==> config.mk <==
export PLATFORM = sky130hd
export DESIGN_NAME = mem_stage
export DESIGN_NICKNAME = d
export VERILOG_FILES = /design/src/hdl/mem_bus_pkg.sv /design/src/hdl/mem_isa_pkg.sv /design/src/hdl/mem_stage_if.sv /design/src/hdl/load_unit.sv /design/src/hdl/mem_stage.sv /design/src/hdl/mem_stage_reg.sv /design/src/hdl/store_unit.sv
export SDC_FILE = /design/constraint.sdc
export NUM_CORES = 1
export LEC_CHECK = 0
export BUFFER_PORTS_ARGS = -buffer_cell sky130_fd_sc_hd__buf_4
export CORE_AREA = 2 2 244 246
export DETAILED_ROUTE_END_ITERATION = 12
export DIE_AREA = 0 0 246 248
export PLACE_DENSITY = 0.55
export SYNTH_ARGS = -nofsm -noshare
export SYNTH_HDL_FRONTEND = slang
export SYNTH_HIERARCHICAL = 1
export SYNTH_SLANG_ARGS = --single-unit
==> constraint.sdc <==
create_clock -name clk -period 6.5 [get_ports clk]
set_input_delay 0.65 -clock clk [delete_from_list [all_inputs] [get_ports clk]]
set_output_delay 0.65 -clock clk [all_outputs]
set_load 0.05 [all_outputs]
==> src/hdl/mem_bus_pkg.sv <==
/*
 * data memory port definitions
 * word and strobe types, byte lane sizes and alignment masks
 */
package mem_bus_pkg;

    localparam int XLEN   = 64;
    localparam int BYTE_W = 8;
    localparam int HALF_W = 16;
    localparam int WORD_W = 32;
    localparam int STRB_W = XLEN / BYTE_W;
    localparam int OFS_W  = 3;  // byte offset inside a doubleword

    typedef logic [XLEN-1:0]   xword_t;
    typedef logic [STRB_W-1:0] strb_t;

    localparam xword_t LINK_OFFSET = 64'd4;

    // offset bits that must be zero for a naturally aligned access
    localparam logic [OFS_W-1:0] HALF_ALIGN = 3'b001;
    localparam logic [OFS_W-1:0] WORD_ALIGN = 3'b011;

endpackage

==> src/hdl/mem_isa_pkg.sv <==
/*
 * memory stage operation set
 * operation enum, register index type and per-op class masks
 */
package mem_isa_pkg;

    localparam int OP_W      = 5;
    localparam int OP_SPACE  = 2 ** OP_W;  // one mask bit per encoding
    localparam int REG_IDX_W = 5;

    typedef logic [REG_IDX_W-1:0] reg_idx_t;

    typedef enum logic [OP_W-1:0] {
        OP_NONE,
        OP_ALU,
        OP_LINK,  // jal / jalr, writes pc+4
        OP_CSR,   // old csr value rides in src2
        OP_LB,
        OP_LH,
        OP_LW,
        OP_LD,
        OP_LBU,
        OP_LHU,
        OP_LWU,
        OP_SB,
        OP_SH,
        OP_SW,
        OP_SD
    } mem_op_t;

    // class masks, indexed by the op encoding
    localparam logic [OP_SPACE-1:0] OPS_LOAD =
        (OP_SPACE'(1) << OP_LB)  | (OP_SPACE'(1) << OP_LH)  | (OP_SPACE'(1) << OP_LW) |
        (OP_SPACE'(1) << OP_LD)  | (OP_SPACE'(1) << OP_LBU) | (OP_SPACE'(1) << OP_LHU) |
        (OP_SPACE'(1) << OP_LWU);
    localparam logic [OP_SPACE-1:0] OPS_STORE =
        (OP_SPACE'(1) << OP_SB) | (OP_SPACE'(1) << OP_SH) |
        (OP_SPACE'(1) << OP_SW) | (OP_SPACE'(1) << OP_SD);
    localparam logic [OP_SPACE-1:0] OPS_SIGNED =
        (OP_SPACE'(1) << OP_LB) | (OP_SPACE'(1) << OP_LH) | (OP_SPACE'(1) << OP_LW);
    // everything that ends in a register write
    localparam logic [OP_SPACE-1:0] OPS_WB = OPS_LOAD |
        (OP_SPACE'(1) << OP_ALU) | (OP_SPACE'(1) << OP_LINK) | (OP_SPACE'(1) << OP_CSR);

endpackage

==> src/hdl/mem_stage_if.sv <==
/*
 * registered memory stage item
 * carried from the stage register to the store and load units
 */
`timescale 1ns/1ps

interface mem_stage_if;
    import mem_isa_pkg::*;
    import mem_bus_pkg::*;

    logic     valid;
    xword_t   pc;
    mem_op_t  op;
    reg_idx_t rd;
    reg_idx_t rs2;
    xword_t   alu_result;  // doubles as the memory address
    xword_t   src2;

    modport stage (
        output valid, pc, op, rd, rs2, alu_result, src2
    );

    modport unit (
        input valid, pc, op, rd, rs2, alu_result, src2
    );

endinterface

==> src/hdl/load_unit.sv <==
/*
 * load path and write-back select
 * extracts and extends the loaded lane, then picks the
 * register write value for the item
 */
`timescale 1ns/1ps

module load_unit (
    mem_stage_if.unit             stage,
    input  logic                  blocked,
    input  mem_bus_pkg::xword_t   dmem_rdata,
    output logic                  out_valid,
    output mem_bus_pkg::xword_t   out_pc,
    output logic                  wb_wen,
    output mem_isa_pkg::reg_idx_t wb_rd,
    output mem_bus_pkg::xword_t   wb_data
);
    import mem_isa_pkg::*;
    import mem_bus_pkg::*;

    logic [OFS_W-1:0] ofs;
    xword_t           lane;
    logic             sign_ext;
    logic             half_ok;
    logic             word_ok;
    xword_t           load_data;

    assign ofs      = stage.alu_result[OFS_W-1:0];
    assign lane     = dmem_rdata >> (ofs * BYTE_W);  // addressed byte now at bit 0
    assign sign_ext = OPS_SIGNED[stage.op];
    assign half_ok  = (ofs & HALF_ALIGN) == '0;
    assign word_ok  = (ofs & WORD_ALIGN) == '0;

    always_comb begin
        load_data = '0;
        case (stage.op)
            OP_LB, OP_LBU: begin
                load_data = {{(XLEN-BYTE_W){sign_ext & lane[BYTE_W-1]}},
                             lane[BYTE_W-1:0]};
            end
            OP_LH, OP_LHU: begin
                if (half_ok) begin
                    load_data = {{(XLEN-HALF_W){sign_ext & lane[HALF_W-1]}},
                                 lane[HALF_W-1:0]};
                end
            end
            OP_LW, OP_LWU: begin
                if (word_ok) begin
                    load_data = {{(XLEN-WORD_W){sign_ext & lane[WORD_W-1]}},
                                 lane[WORD_W-1:0]};
                end
            end
            OP_LD: load_data = dmem_rdata;
            default: ;
        endcase
    end

    // register write value
    always_comb begin
        case (stage.op)
            OP_ALU:  wb_data = stage.alu_result;
            OP_LINK: wb_data = stage.pc + LINK_OFFSET;  // return address
            OP_CSR:  wb_data = stage.src2;
            default: wb_data = OPS_LOAD[stage.op] ? load_data : '0;
        endcase
    end

    // nothing leaves while memory is still pending
    assign out_valid = stage.valid & ~blocked;
    assign wb_wen    = stage.valid & ~blocked & OPS_WB[stage.op];
    assign out_pc    = stage.pc;
    assign wb_rd     = stage.rd;

endmodule

==> src/hdl/mem_stage.sv <==
/*
 * memory access stage, top level
 * stage register plus store and load paths behind a
 * plain request/ready data memory port
 */
`timescale 1ns/1ps

module mem_stage (
    input  logic                  clk,
    input  logic                  rst,

    // from execute
    input  logic                  in_valid,
    input  mem_bus_pkg::xword_t   in_pc,
    input  mem_isa_pkg::mem_op_t  in_op,
    input  mem_isa_pkg::reg_idx_t in_rd,
    input  mem_isa_pkg::reg_idx_t in_rs2,
    input  mem_bus_pkg::xword_t   in_alu_result,
    input  mem_bus_pkg::xword_t   in_src2,
    output logic                  in_ready,

    // to write-back
    output logic                  out_valid,
    output mem_bus_pkg::xword_t   out_pc,
    output logic                  wb_wen,
    output mem_isa_pkg::reg_idx_t wb_rd,
    output mem_bus_pkg::xword_t   wb_data,
    input  logic                  out_ready,

    // forwarding from write-back
    input  logic                  fwd_wen,
    input  mem_isa_pkg::reg_idx_t fwd_rd,
    input  mem_bus_pkg::xword_t   fwd_data,

    // data memory
    output logic                  dmem_req,
    output logic                  dmem_we,
    output mem_bus_pkg::xword_t   dmem_addr,
    output mem_bus_pkg::xword_t   dmem_wdata,
    output mem_bus_pkg::strb_t    dmem_wstrb,
    input  mem_bus_pkg::xword_t   dmem_rdata,
    input  logic                  dmem_ready
);

    logic blocked;  // access outstanding

    mem_stage_if u_stage_if ();

    mem_stage_reg u_stage_reg (
        .clk           (clk),
        .rst           (rst),
        .in_valid      (in_valid),
        .in_pc         (in_pc),
        .in_op         (in_op),
        .in_rd         (in_rd),
        .in_rs2        (in_rs2),
        .in_alu_result (in_alu_result),
        .in_src2       (in_src2),
        .dmem_ready    (dmem_ready),
        .out_ready     (out_ready),
        .in_ready      (in_ready),
        .blocked       (blocked),
        .dmem_req      (dmem_req),
        .stage         (u_stage_if.stage)
    );

    store_unit u_store_unit (
        .stage      (u_stage_if.unit),
        .fwd_wen    (fwd_wen),
        .fwd_rd     (fwd_rd),
        .fwd_data   (fwd_data),
        .dmem_we    (dmem_we),
        .dmem_addr  (dmem_addr),
        .dmem_wdata (dmem_wdata),
        .dmem_wstrb (dmem_wstrb)
    );

    load_unit u_load_unit (
        .stage      (u_stage_if.unit),
        .blocked    (blocked),
        .dmem_rdata (dmem_rdata),
        .out_valid  (out_valid),
        .out_pc     (out_pc),
        .wb_wen     (wb_wen),
        .wb_rd      (wb_rd),
        .wb_data    (wb_data)
    );

endmodule

==> src/hdl/mem_stage_reg.sv <==
/*
 * memory stage register
 * holds one item, stalls on an unfinished memory access,
 * and raises the data memory request
 */
`timescale 1ns/1ps

module mem_stage_reg (
    input  logic                  clk,
    input  logic                  rst,
    input  logic                  in_valid,
    input  mem_bus_pkg::xword_t   in_pc,
    input  mem_isa_pkg::mem_op_t  in_op,
    input  mem_isa_pkg::reg_idx_t in_rd,
    input  mem_isa_pkg::reg_idx_t in_rs2,
    input  mem_bus_pkg::xword_t   in_alu_result,
    input  mem_bus_pkg::xword_t   in_src2,
    input  logic                  dmem_ready,
    input  logic                  out_ready,
    output logic                  in_ready,
    output logic                  blocked,
    output logic                  dmem_req,
    mem_stage_if.stage            stage
);
    import mem_isa_pkg::*;
    import mem_bus_pkg::*;

    logic     valid_q;
    xword_t   pc_q;
    mem_op_t  op_q;
    reg_idx_t rd_q;
    reg_idx_t rs2_q;
    xword_t   alu_q;
    xword_t   src2_q;
    logic     mem_access;

    always_ff @(posedge clk) begin
        if (rst) begin
            valid_q <= 1'b0;
        end else if (in_ready) begin
            valid_q <= in_valid;  // bubbles are captured too
        end
    end

    // payload follows valid, held while stalled
    always_ff @(posedge clk) begin
        if (in_ready) begin
            pc_q   <= in_pc;
            op_q   <= in_op;
            rd_q   <= in_rd;
            rs2_q  <= in_rs2;
            alu_q  <= in_alu_result;
            src2_q <= in_src2;
        end
    end

    assign mem_access = OPS_LOAD[op_q] | OPS_STORE[op_q];
    assign dmem_req   = valid_q & mem_access;
    assign blocked    = dmem_req & ~dmem_ready;  // waiting on memory
    assign in_ready   = blocked ? 1'b0 : out_ready;

    assign stage.valid      = valid_q;
    assign stage.pc         = pc_q;
    assign stage.op         = op_q;
    assign stage.rd         = rd_q;
    assign stage.rs2        = rs2_q;
    assign stage.alu_result = alu_q;
    assign stage.src2       = src2_q;

endmodule

==> src/hdl/store_unit.sv <==
/*
 * store path
 * forwards the store operand from write-back and aligns
 * store data and byte strobe to the addressed lane
 */
`timescale 1ns/1ps

module store_unit (
    mem_stage_if.unit             stage,
    input  logic                  fwd_wen,
    input  mem_isa_pkg::reg_idx_t fwd_rd,
    input  mem_bus_pkg::xword_t   fwd_data,
    output logic                  dmem_we,
    output mem_bus_pkg::xword_t   dmem_addr,
    output mem_bus_pkg::xword_t   dmem_wdata,
    output mem_bus_pkg::strb_t    dmem_wstrb
);
    import mem_isa_pkg::*;
    import mem_bus_pkg::*;

    logic             fwd_hit;
    xword_t           store_src;
    logic [OFS_W-1:0] ofs;
    logic [OFS_W-1:0] lane_ofs;
    logic [OFS_W-1:0] align_mask;
    strb_t            size_strb;
    xword_t           size_bits;
    logic             misaligned;

    // x0 never forwards
    assign fwd_hit   = fwd_wen && (fwd_rd == stage.rs2) && (stage.rs2 != '0);
    assign store_src = fwd_hit ? fwd_data : stage.src2;

    assign ofs       = stage.alu_result[OFS_W-1:0];
    assign dmem_addr = stage.alu_result;
    assign dmem_we   = stage.valid & OPS_STORE[stage.op];

    // access size as a strobe at lane 0
    always_comb begin
        size_strb  = '0;
        align_mask = '0;
        lane_ofs   = ofs;
        case (stage.op)
            OP_SB: size_strb = strb_t'(8'h01);
            OP_SH: begin
                size_strb  = strb_t'(8'h03);
                align_mask = HALF_ALIGN;
            end
            OP_SW: begin
                size_strb  = strb_t'(8'h0f);
                align_mask = WORD_ALIGN;
            end
            OP_SD: begin
                size_strb = '1;
                lane_ofs  = '0;  // whole doubleword, low offset bits ignored
            end
            default: ;
        endcase
    end

    assign misaligned = |(ofs & align_mask);

    // strobe bits widened to byte masks
    always_comb begin
        for (int i = 0; i < STRB_W; i++) begin
            size_bits[i*BYTE_W +: BYTE_W] = {BYTE_W{size_strb[i]}};
        end
    end

    always_comb begin
        if (misaligned) begin
            dmem_wstrb = '0;
            dmem_wdata = '0;
        end else begin
            dmem_wstrb = size_strb << lane_ofs;
            dmem_wdata = (store_src & size_bits) << (lane_ofs * BYTE_W);
        end
    end

endmodule

; After elaboration in Yosys (flattened, before gate mapping)
; Memory sizes are Yosys's and may differ from the RTL's. A register that Yosys moved wholly into a read port is not among the register bits.
; Index checks and enable logic that the tools add are counted.
[word_totals]
regBits = 208
latch_bits = 0
mem_bits_rw = 0
rom_bits = 128
input_bits = 346
out_inout_bits = 274
wordCells = 73
n_memories = 4
[mem_list]
columns = memory, words, word_bits, rd, rd_ports_with_merged_regs, write_ports, line_no
row1 = (name not given), 32, 1, 1, 1, 0, load_unit.sv:30  ; assign sign_ext = OPS_SIGNED[stage.op];
row2 = (name not given), 32, 1, 1, 1, 0, store_unit.sv:36  ; assign dmem_we = stage.valid & OPS_STORE[stage.op];
row3 = (name not given), 32, 1, 1, 1, 0, load_unit.sv:64  ; default: wb_data = OPS_LOAD[stage.op] ? load_data : '0;
row4 = (name not given), 32, 1, 1, 1, 0, load_unit.sv:70  ; assign wb_wen = stage.valid & ~blocked & OPS_WB[stage.op];
[classes]
add_sub_neg = 1
multipliers = 0
div_mod_pow = 0
magnitude_cmp = 1
eq_ne = 15
shifts = 3
muxes = 20
n_bitwise = 13
n_reduce_logical = 9
[op_table]
columns = op, count
row1 = $mux W64, 5
row2 = $pmux W64 S4, 1
row3 = $pmux W64 S3, 1
row4 = $add A64 B3 Y64 const B, 1
row5 = $and A64 B64 Y64, 1
row6 = $shl A64 B6 Y64, 1
row7 = $shr A64 B6 Y32, 1
row8 = $eq A5 B4 Y1 const B, 7
row9 = $pmux W8 S4, 1
row10 = $eq A5 B3 Y1 const B, 4
row11 = $mux W5, 4
row12 = $eq A5 B2 Y1 const B, 2
row13 = $and A1 B1 Y1, 8
row14 = $mux W8, 1
row15 = $shl A8 B3 Y8, 1
row16 = $logic_not A3 Y1, 2
row17 = $lt A5 B6 Y1 const B, 1
row18 = $reduce_or A2 Y1, 3
row19 = $eq A5 B1 Y1 const B, 1
row20 = $eq A5 B5 Y1, 1
row21 = $mux W1, 5
row22 = $reduce_bool A5 Y1, 1
row23 = $pmux W2 S2, 1
row24 = $and A3 B2 Y3, 1
row25 = 5 further kinds, 7

; Logic depth before layout (Yosys ltp)
; Gate-level depths: netlist (run 1).
[depth]
word_depth = 8
mapped_depth = 10

; By module
; Netlist (run 1), hierarchy kept.
[modules_own_cells]
columns = mod, instances, cells_per_inst, area_each_um2, seq_area_each_um2
row1 = mem_stage_reg, 1, 232, 6402.4, 6276.0
row2 = load_unit, 1, 662, 4837.1, 0.0
row3 = store_unit, 1, 507, 3517.1, 0.0

; Worst setup path after synthesis (run 1)
; Ideal clock, no wire load.
[synth_path]
path_type = input port to output port
from = input dmem_ready
to = output in_ready
arrival_time_ns = 5.061
t_required_ns = 5.850
path_slack_ns = 0.789
cell_stages = 2
n_path_buf = 0
cell_sequence = o21ai_1 > inv_1
[synth_via]
elab_chain_cells = 3
[synth_lines]
columns = item, line_no
row1 = start: declaration, mem_stage.sv:42  ; input logic dmem_ready
row2 = $not A1 Y1, mem_stage_reg.sv:59  ; assign blocked = dmem_req & ~dmem_ready;
row3 = $and A1 B1 Y1, mem_stage_reg.sv:59
row4 = $mux W1, mem_stage_reg.sv:60  ; assign in_ready = blocked ? 1'b0 : out_ready;
row5 = end: declaration, mem_stage.sv:20  ; output logic in_ready,
; No other way between the ends.

; Final worst setup path (run 1)
[layout_path]
from = register u_stage_reg.op_q[2] (netlist: u_stage_reg/stage.op[2])
to = output dmem_wdata[0]
[layout_via]
elab_chain_cells = 5
word_cells_on_any_way = 12
[layout_lines]
columns = item, line_no
row1 = start: declaration, mem_stage_reg.sv:30  ; mem_op_t op_q;
row2 = start signal: assignment, mem_stage_reg.sv:49  ; op_q <= in_op;
row3 = $eq A5 B4 Y1, store_unit.sv:43  ; case (stage.op)
row4 = $pmux W8 S4 / $pmux W2 S2 (equally long branches), store_unit.sv:43
row5 = $and A64 B64 Y64 / $and A3 B2 Y3 (equally long branches), "store_unit.sv:76, store_unit.sv:61"
row6 = $shl A64 B6 Y64 / $reduce_or A3 Y1 (equally long branches), "store_unit.sv:76, store_unit.sv:61"
row7 = $mux W64 *, store_unit.sv:71  ; if (misaligned) begin
row8 = end: declaration, mem_stage.sv:39  ; output mem_bus_pkg::xword_t dmem_wdata,
; Every way passes the cells marked *; elsewhere a longest branch is shown, timed or not.

==> summary.md, run 1 <==
| Metric | Value |
|---|---|
| Area grow syn2layout | `35.47%` |
| DIE AREA | `0.06101 mm^2` |
| Async S/R FF share, synth | `0%` |
| Avg Inst Size Synth | `10.53 um^2` |
| Number of synthesized register bits | `210` |
| Post-CTS setup buffer count | `0` |
| Clock Power Share | `36.0%` |
| GRT Residual Overflow | `0` |
| Largest net degree at the start of global routing | `137` |
| P_int | `2.891 mW` |
| CTS Hold Bufs | `0` |
| Non-Filler Instances | `2,641` |
| Synth unique cells | `91` |
| Clock Skews | `12.40 ps` |
| GPL Wtd Cong | `0.9411` |
| Vias per Instance | `5.472` |
| Clock sinks | `210` |
| IO buf count | `619` |
| Placed Instances | `2,585` |
| Net Sw Frac | `34.71%` |
| GR Util All Layers | `26.88%` |
| Worst-path maximum fanout | `32` |
| Worst flop-to-flop path startpoint | `u_stage_reg/stage.valid` |
| IO Count | `620` |
| Most used DFF post-synth | `edfxtp_1` |
| Crit start category | `flop` |
| Antenna-violating nets left | `0` |
| Synth Cell Area | `0.01476 mm^2` |
| Power share of the combinational group | `25.1%` |
| Initial antenna violation count | `7` |
| Place WS | `1920 ps` |
| Die Ht | `248 um` |
| Worst slew margin | `16.97%` |
| Hold Crit Start | `rst` |
| Final period utilization | `81.40%` |
| CTS tree | `built` |
| Clock latency on the worst-skew pair | `590 ps` |
| P_sw | `1.537 mW` |
| Hold Vio Cnt, Final | `0` |
| Drc violations | `0` |
| CP endpoint kind | `primary output` |
| CTS resizes | `0` |
| Setup crit start | `u_stage_reg/stage.op[2]` |
| Pwr dens | `221.5 mW/mm^2` |
| CP Class | `reg -> out` |
| Initial DRC Count | `1,729` |
| Max Slew Vio Count | `0` |
| Worst-path clk slew | `60 ps` |
| CTS HTree Levels | `1` |
| Die W | `246 um` |
| Tmin final | `5291 ps` |
| Peak supply drop | `0.0001970 V` |
| Vias | `14,452` |
| 1st-pass router iterations | `9` |
| Status | `completed` |
| First-pass GRT wire length | `114,300 um` |
| HPWL Detailed | `70,470 um` |
| Final cell utilization of the core | `34.19%` |
| MaxCap Viol Count | `0` |
| Syn nets | `1,748` |
| Crit path DAT | `4640 ps` |
| Fmax | `0.1890 GHz` |
| Final net count | `2,189` |
| Hold Path Class | `in -> reg` |
| Least-Margin Pin Slew | `1244 ps` |
| YS warnings | `6` |
| RSZ-0062 raised after global routing | `false` |
| WP data required | `5850 ps` |
| Initial Util | `25.24%` |
| Setup TNS | `0 ps` |
| Clk buf depth | `3` |
| # rows | `89` |
| Layout cells sized above 1 | `40.87%` |
| DP Area | `0.01906 mm^2` |
| # setup viols final | `0` |
| Root Buffer | `clkbuf_16` |
| Core ar. | `0.05846 mm^2` |
| Sequential element share of the synthesized area | `42.53%` |
| CTS Buf Count | `28` |
| Post-Route WL | `86,550 um` |
| Post-synth EDFFs | `207` |
| WL/cell | `32.77 um` |
| Reg power frac | `38.9%` |
| P_leak | `8.138 nW` |
| Final worst setup slack | `1209 ps` |
| Post-Synthesis Cells | `1,401` |
| Vias in the first global route | `14,250` |
| Design area | `0.01999 mm^2` |
[cells in the mapped netlist, types with 9 or more instances]
| cell | number | area (um^2) |
|---|---|---|
| edfxtp_1 | 207 | 6216 |
| buf_4 | 134 | 1006 |
| nand2_1 | 118 | 442.9 |
| mux2i_1 | 77 | 770.7 |
| nor2_1 | 62 | 232.7 |
| a21oi_1 | 56 | 280.3 |
| a222oi_1 | 51 | 510.5 |
| clkbuf_1 | 47 | 176.4 |
| nand3_1 | 44 | 220.2 |
| o211ai_1 | 44 | 330.3 |
| xnor2_1 | 42 | 367.9 |
| nand4_1 | 39 | 244.0 |
| o21ai_0 | 38 | 190.2 |
| buf_2 | 32 | 160.2 |
| xor2_1 | 25 | 219.0 |
| nor3_1 | 23 | 115.1 |
| o22ai_1 | 20 | 125.1 |
| inv_1 | 19 | 71.32 |
| o221ai_1 | 18 | 157.7 |
| mux4_2 | 15 | 337.8 |
| nand2b_1 | 14 | 87.58 |
| mux2_2 | 13 | 146.4 |
| a22oi_1 | 12 | 90.09 |
| o2111ai_1 | 12 | 105.1 |
| o31ai_1 | 12 | 90.09 |
| and2_1 | 11 | 68.82 |
| o211a_1 | 11 | 110.1 |
| a21o_1 | 10 | 75.07 |
| nor2b_1 | 10 | 62.56 |
| and3_1 | 9 | 56.30 |
| buf_6 | 9 | 101.4 |
[layout make-up]
type	count	area, um^2
Inverter	20	82.58
Clock buffer	32	715.7
Clock inverter	18	200.2
Fill cell	6021	38470
Antenna cell	6	15.01
Tap cell	773	967.2
Multi-Input combinational cell	942	6917
Sequential cell	210	6276
Timing Repair Buffer	640	4817
[routing by layer]
layer	vias to the layer above	wire [um]	global-route usage (%)
met2	867	42300	45.89
met1	7190	33510	32.82
met4	4	2739	8.111
met5	-	28	0
met3	132	7972	7.548
li1	6259	-	-
[path summary, 6_finish.rpt]
check / endpoint / slack (ps) / cells after the start
max: dmem_wdata[0] / 1210 / 8
min: u_stage_reg/stage.valid / 230 / 2
max reg2reg: u_stage_reg/stage.alu_result[22] / 3760 / 4
min reg2reg: u_stage_reg/stage.valid / 570 / 2
[cell families (layout without fill, tap and decap cells)]
| group | count (synthesis) | in the layout | synth area share, % |
|---|---|---|---|
| AO/OA/AOI/OAI | 365 | 365 | 18.76 |
| multiplexers | 110 | 110 | 9.030 |
| adder cells (fa/ha/maj) | 1 | 1 | 0.08478 |
| other | 0 | 6 | 0 |
| XOR/XNOR | 67 | 67 | 3.977 |
| flip-flops | 210 | 210 | 42.53 |
| AND/OR/NAND/NOR | 399 | 399 | 14.82 |
| buffers and inverters | 249 | 710 | 10.80 |
[through the flow]
stage | hold slack (ps) | total power, mW
global route | 206.5 | 4.553
detailed placement | 575.6 | 2.853
CTS | 194.9 | 4.464
floorplan | 484.1 | 2.374
finish | 231.0 | 4.428
global placement | 568.5 | 2.852
[cells in the final DEF, fill, tap and decap left out, types with 15 or more instances in the layout]
| cell type | count |
|---|---|
| xnor2_1 | 42 |
| buf_4 | 639 |
| edfxtp_1 | 207 |
| nand3_1 | 44 |
| nand4_1 | 39 |
| a21oi_1 | 56 |
| nor2_1 | 61 |
| nand2_1 | 118 |
| o22ai_1 | 20 |
| clkbuf_16 | 28 |
| o21ai_0 | 38 |
| mux4_2 | 15 |
| o221ai_1 | 18 |
| nor3_1 | 23 |
| o211ai_1 | 44 |
| xor2_1 | 25 |
| mux2i_1 | 77 |
| inv_1 | 18 |
| a222oi_1 | 51 |
[power by group through the flow]
stage	Sequential (mW)	Clock, mW	Combinational (mW)
finish	1.72	1.59	1.11
global placement	1.75	0	1.10
floorplan	1.68	0	0.695
CTS	1.72	1.63	1.11
global route	1.73	1.67	1.15
detailed placement	1.75	0	1.11
[flip-flops by register name (all words and copies together) (netlist names), named ones only]
signal                        count
u_stage_reg/stage.rd              5
u_stage_reg/stage.src2           64
u_stage_reg/stage.valid           1
u_stage_reg/stage.rs2             5
u_stage_reg/stage.alu_result     64
u_stage_reg/stage.pc             64
u_stage_reg/stage.op              5
[worst max-delay path, cell delays in order, from the launching register on]
cell      delay, ps
edfxtp_1        860
and3b_1         630
nand3_2         110
buf_4           280
a21oi_2         610
nand2_1         410
or3b_1          690
nor2_1          210
buf_4           220
(Power assumes the default switching activity.)
==> run 2: changes to the inputs <==
--- a/config.mk
+++ b/config.mk
@@ -5,11 +5,12 @@
 export SDC_FILE = /design/constraint.sdc
 export NUM_CORES = 1
 export LEC_CHECK = 0
+export ABC_AREA = 1
 export BUFFER_PORTS_ARGS = -buffer_cell sky130_fd_sc_hd__buf_4
-export CORE_AREA = 2 2 244 246
+export CORE_AREA = 2 2 243 245
 export DETAILED_ROUTE_END_ITERATION = 12
-export DIE_AREA = 0 0 246 248
-export PLACE_DENSITY = 0.55
+export DIE_AREA = 0 0 245 247
+export PLACE_DENSITY = 0.59
 export SYNTH_ARGS = -nofsm -noshare
 export SYNTH_HDL_FRONTEND = slang
 export SYNTH_HIERARCHICAL = 1
==> constraint.sdc (replaced) <==
create_clock -name clk -period 5.54 [get_ports clk]
set_input_delay 0.554 -clock clk [delete_from_list [all_inputs] [get_ports clk]]
set_output_delay 0.554 -clock clk [all_outputs]
set_load 0.05 [all_outputs]
==> run 2 against run 1 <==
Compared with the run above: die area decreased by 0.81%; wire length is 8.3% higher; flip-flop and latch count did not move; clock skew grew 5.4 ps; critical path depth decreased by 1; sequential power is 17% higher; power is 23% higher; largest cell class unchanged.
==> summary.md, run 2 <==
| Metric | Value |
|---|---|
| Status | `completed` |
| Worst-path clk slew | `70 ps` |
| Synth Cell Area | `0.01718 mm^2` |
| Met2 GRT Util | `46.45%` |
| GRT Residual Overflow | `0` |
| Initial Util | `29.50%` |
| YS warnings | `6` |
| Initial DRC Count | `2,373` |
| Peak supply drop | `0.0002511 V` |
| CTS Buf Count | `27` |
| Async S/R FF share, synth | `0%` |
| Sequential element share of the synthesized area | `36.53%` |
| Least-Margin Pin Slew | `937.5 ps` |
| Vias | `19,256` |
| Antenna-violating nets left | `0` |
| Setup TNS | `0 ps` |
| Clock latency on the worst-skew pair | `590 ps` |
| CP endpoint kind | `primary output` |
| Largest net degree at the start of global routing | `93` |
| Number of synthesized register bits | `210` |
| Hold Crit Start | `in_src2[31]` |
| Syn nets | `2,890` |
| CTS HTree Levels | `1` |
| Worst reg-to-reg path cell count | `5` |
| Most used DFF post-synth | `edfxtp_1` |
| # rows | `89` |
| Layout cells sized above 1 | `25.17%` |
| Worst flop-to-flop path startpoint | `u_stage_reg/stage.valid` |
| Crit path DAT | `4240 ps` |
| Post-Route WL | `93,730 um` |
| 1st-pass router iterations | `6` |
| Hold Path Class | `in -> reg` |
| Post-CTS setup buffer count | `0` |
| First-pass GRT wire length | `128,200 um` |
| Final worst setup slack | `741.8 ps` |
| # setup viols final | `0` |
| Top post-synthesis cells by count | `nand2_1 (877), nand3_1 (298), nor2_1 (288)` |
| Vias per Instance | `5.124` |
| Most common cell after layout, fill and taps aside | `nand2_1` |
| P_leak | `10.95 nW` |
| Placed Instances | `3,707` |
| GR Util All Layers | `29.47%` |
| Area grow syn2layout | `30.36%` |
| IO Count | `620` |
| Vias in the first global route | `17,801` |
| Synth unique cells | `46` |
| Avg Inst Size Synth | `6.755 um^2` |
| CTS tree | `built` |
| Non-Filler Instances | `3,758` |
| CTS Hold Bufs | `0` |
| CP Class | `reg -> out` |
| MaxCap Viol Count | `0` |
| DIE AREA | `0.06052 mm^2` |
| Max Slew Vio Count | `0` |
| Clock sinks | `210` |
| Grt met1 use | `40.62%` |
| Clk buf depth | `3` |
| Crit start category | `flop` |
| Final period utilization | `86.61%` |
| Worst slew margin | `37.27%` |
| Synth top area cells | `edfxtp_1 (36%), nand2_1 (19%), nand3_1 (8.7%), buf_4 (6.4%), nor2_1 (6.3%)` |
| Drc violations | `0` |
| Yosys top cell area share | `36.18%` |
| Final net count | `3,310` |
| Fmax | `0.2084 GHz` |
| Initial antenna violation count | `3` |
| Worst Hold Margin | `140.3 ps` |
| IO buf count | `619` |
| Clock Skews | `17.85 ps` |
| Post-synth EDFFs | `207` |
| Final cell utilization of the core | `38.45%` |
| Root Buffer | `clkbuf_16` |
| Core ar. | `0.05824 mm^2` |
| HPWL Detailed | `76,690 um` |
| GPL Wtd Cong | `1.025` |
| M3 GR Usage | `5.068%` |
| Worst-path maximum fanout | `24` |
| Design area | `0.02239 mm^2` |
| WP data required | `4990 ps` |
| Global routing's busiest layer | `met2` |
| Die W | `245 um` |
| CTS resizes | `0` |
| Crit path to | `dmem_wdata[30]` |
| Place WS | `1464 ps` |
| Commonest non-fill, non-tap cells in the layout | `nand2_1 (876), buf_4 (640), nand3_1 (298)` |
| DP Area | `0.02142 mm^2` |
| Tmin final | `4798 ps` |
| R2r setup slk | `3360 ps` |
| Total power draw | `5.430 mW` |
| RSZ-0062 raised after global routing | `false` |
| WL/cell | `24.94 um` |
| Setup crit start | `u_stage_reg/stage.alu_result[1]` |
| Leading area contributor after synthesis | `edfxtp_1` |
| Hold Vio Cnt, Final | `0` |
| Most frequent cell after synthesis | `nand2_1` |
| Pwr dens | `242.5 mW/mm^2` |
| Die Ht | `247 um` |
| Reg2reg end | `u_stage_reg/stage.rs2[1]` |
| Post-Synthesis Cells | `2,543` |
==> run 2: cell types whose count changed in the layout (fill, tap and decap cells not counted), moves of 20 or more <==
cell | before | now
a222oi_1 | 51 | 0
nand3b_1 | 4 | 24
nand4_1 | 39 | 65
nand2_1 | 118 | 876
nor2_1 | 61 | 286
o211ai_1 | 44 | 13
xnor2_1 | 42 | 3
xor2_1 | 25 | 2
o21ai_0 | 38 | 77
nand3_1 | 44 | 298
mux2i_1 | 77 | 0
inv_1 | 18 | 224
a22o_1 | 7 | 42
==> run 2: metal layers <==
layer,routed length [um],share of wire (%),vias to the layer above
li1,-,-,9016
met1,40180,43,9058
met2,42000,45,1054
met3,8066,8.6,126
met4,3459,3.7,2
met5,13,0.014,-
==> run 2: cell type report <==
| type | instances | area (um^2) |
|---|---|---|
| clock inverter | 19 | 277.8 |
| timing repair buffer | 644 | 4885 |
| multi-input combinational | 1837 | 8379 |
| tap | 773 | 967.2 |
| sequential | 210 | 6276 |
| fill | 6388 | 35850 |
| inverter | 243 | 915.9 |
| clock buffer | 31 | 690.7 |
| antenna | 1 | 2.502 |
==> run 2: kinds of logic (layout without fill, tap and decap cells) <==
kind of cell	after synthesis	in the layout	share of synthesized area, %
adders and majority gates	1	1	0.07282
xor gates and xnor gates	5	5	0.2550
DFF	210	210	36.53
other	0	1	0
and+or+nand+nor	1611	1611	40.64
buffers and inverters	496	937	14.76
AOI/OAI and AO/OA	220	220	7.735
==> run 2: power by group <==
group          switching [mW]  leakage [nW]  internal (mW)  total [mW]
combinational            1.00          8.44          0.462        1.47
sequential              0.142          2.04           1.87        2.01
clock                   0.767         0.467           1.18        1.95
total                    1.91          10.9           3.52        5.43
==> run 2: how the worst min path moves through the flow <==
stage	to	slack, ps	cells after the start
2_1_floorplan	u_stage_reg/stage.valid	600	4
3_3_place_gp	u_stage_reg/stage.valid	660	4
3_5_place_dp	u_stage_reg/stage.valid	670	4
4_1_cts	u_stage_reg/stage.src2[45]	110	1
5_1_grt	u_stage_reg/stage.src2[31]	120	1
6_report	u_stage_reg/stage.src2[31]	140	1
==> run 2: worst max-delay path, stage by stage, from the launching register on <==
cell and delay (ps):
edfxtp_1 750, a21oi_1 140, nor2_1 740, inv_1 650
nand2_1 720, buf_4 350, nor2_1 90, buf_4 190
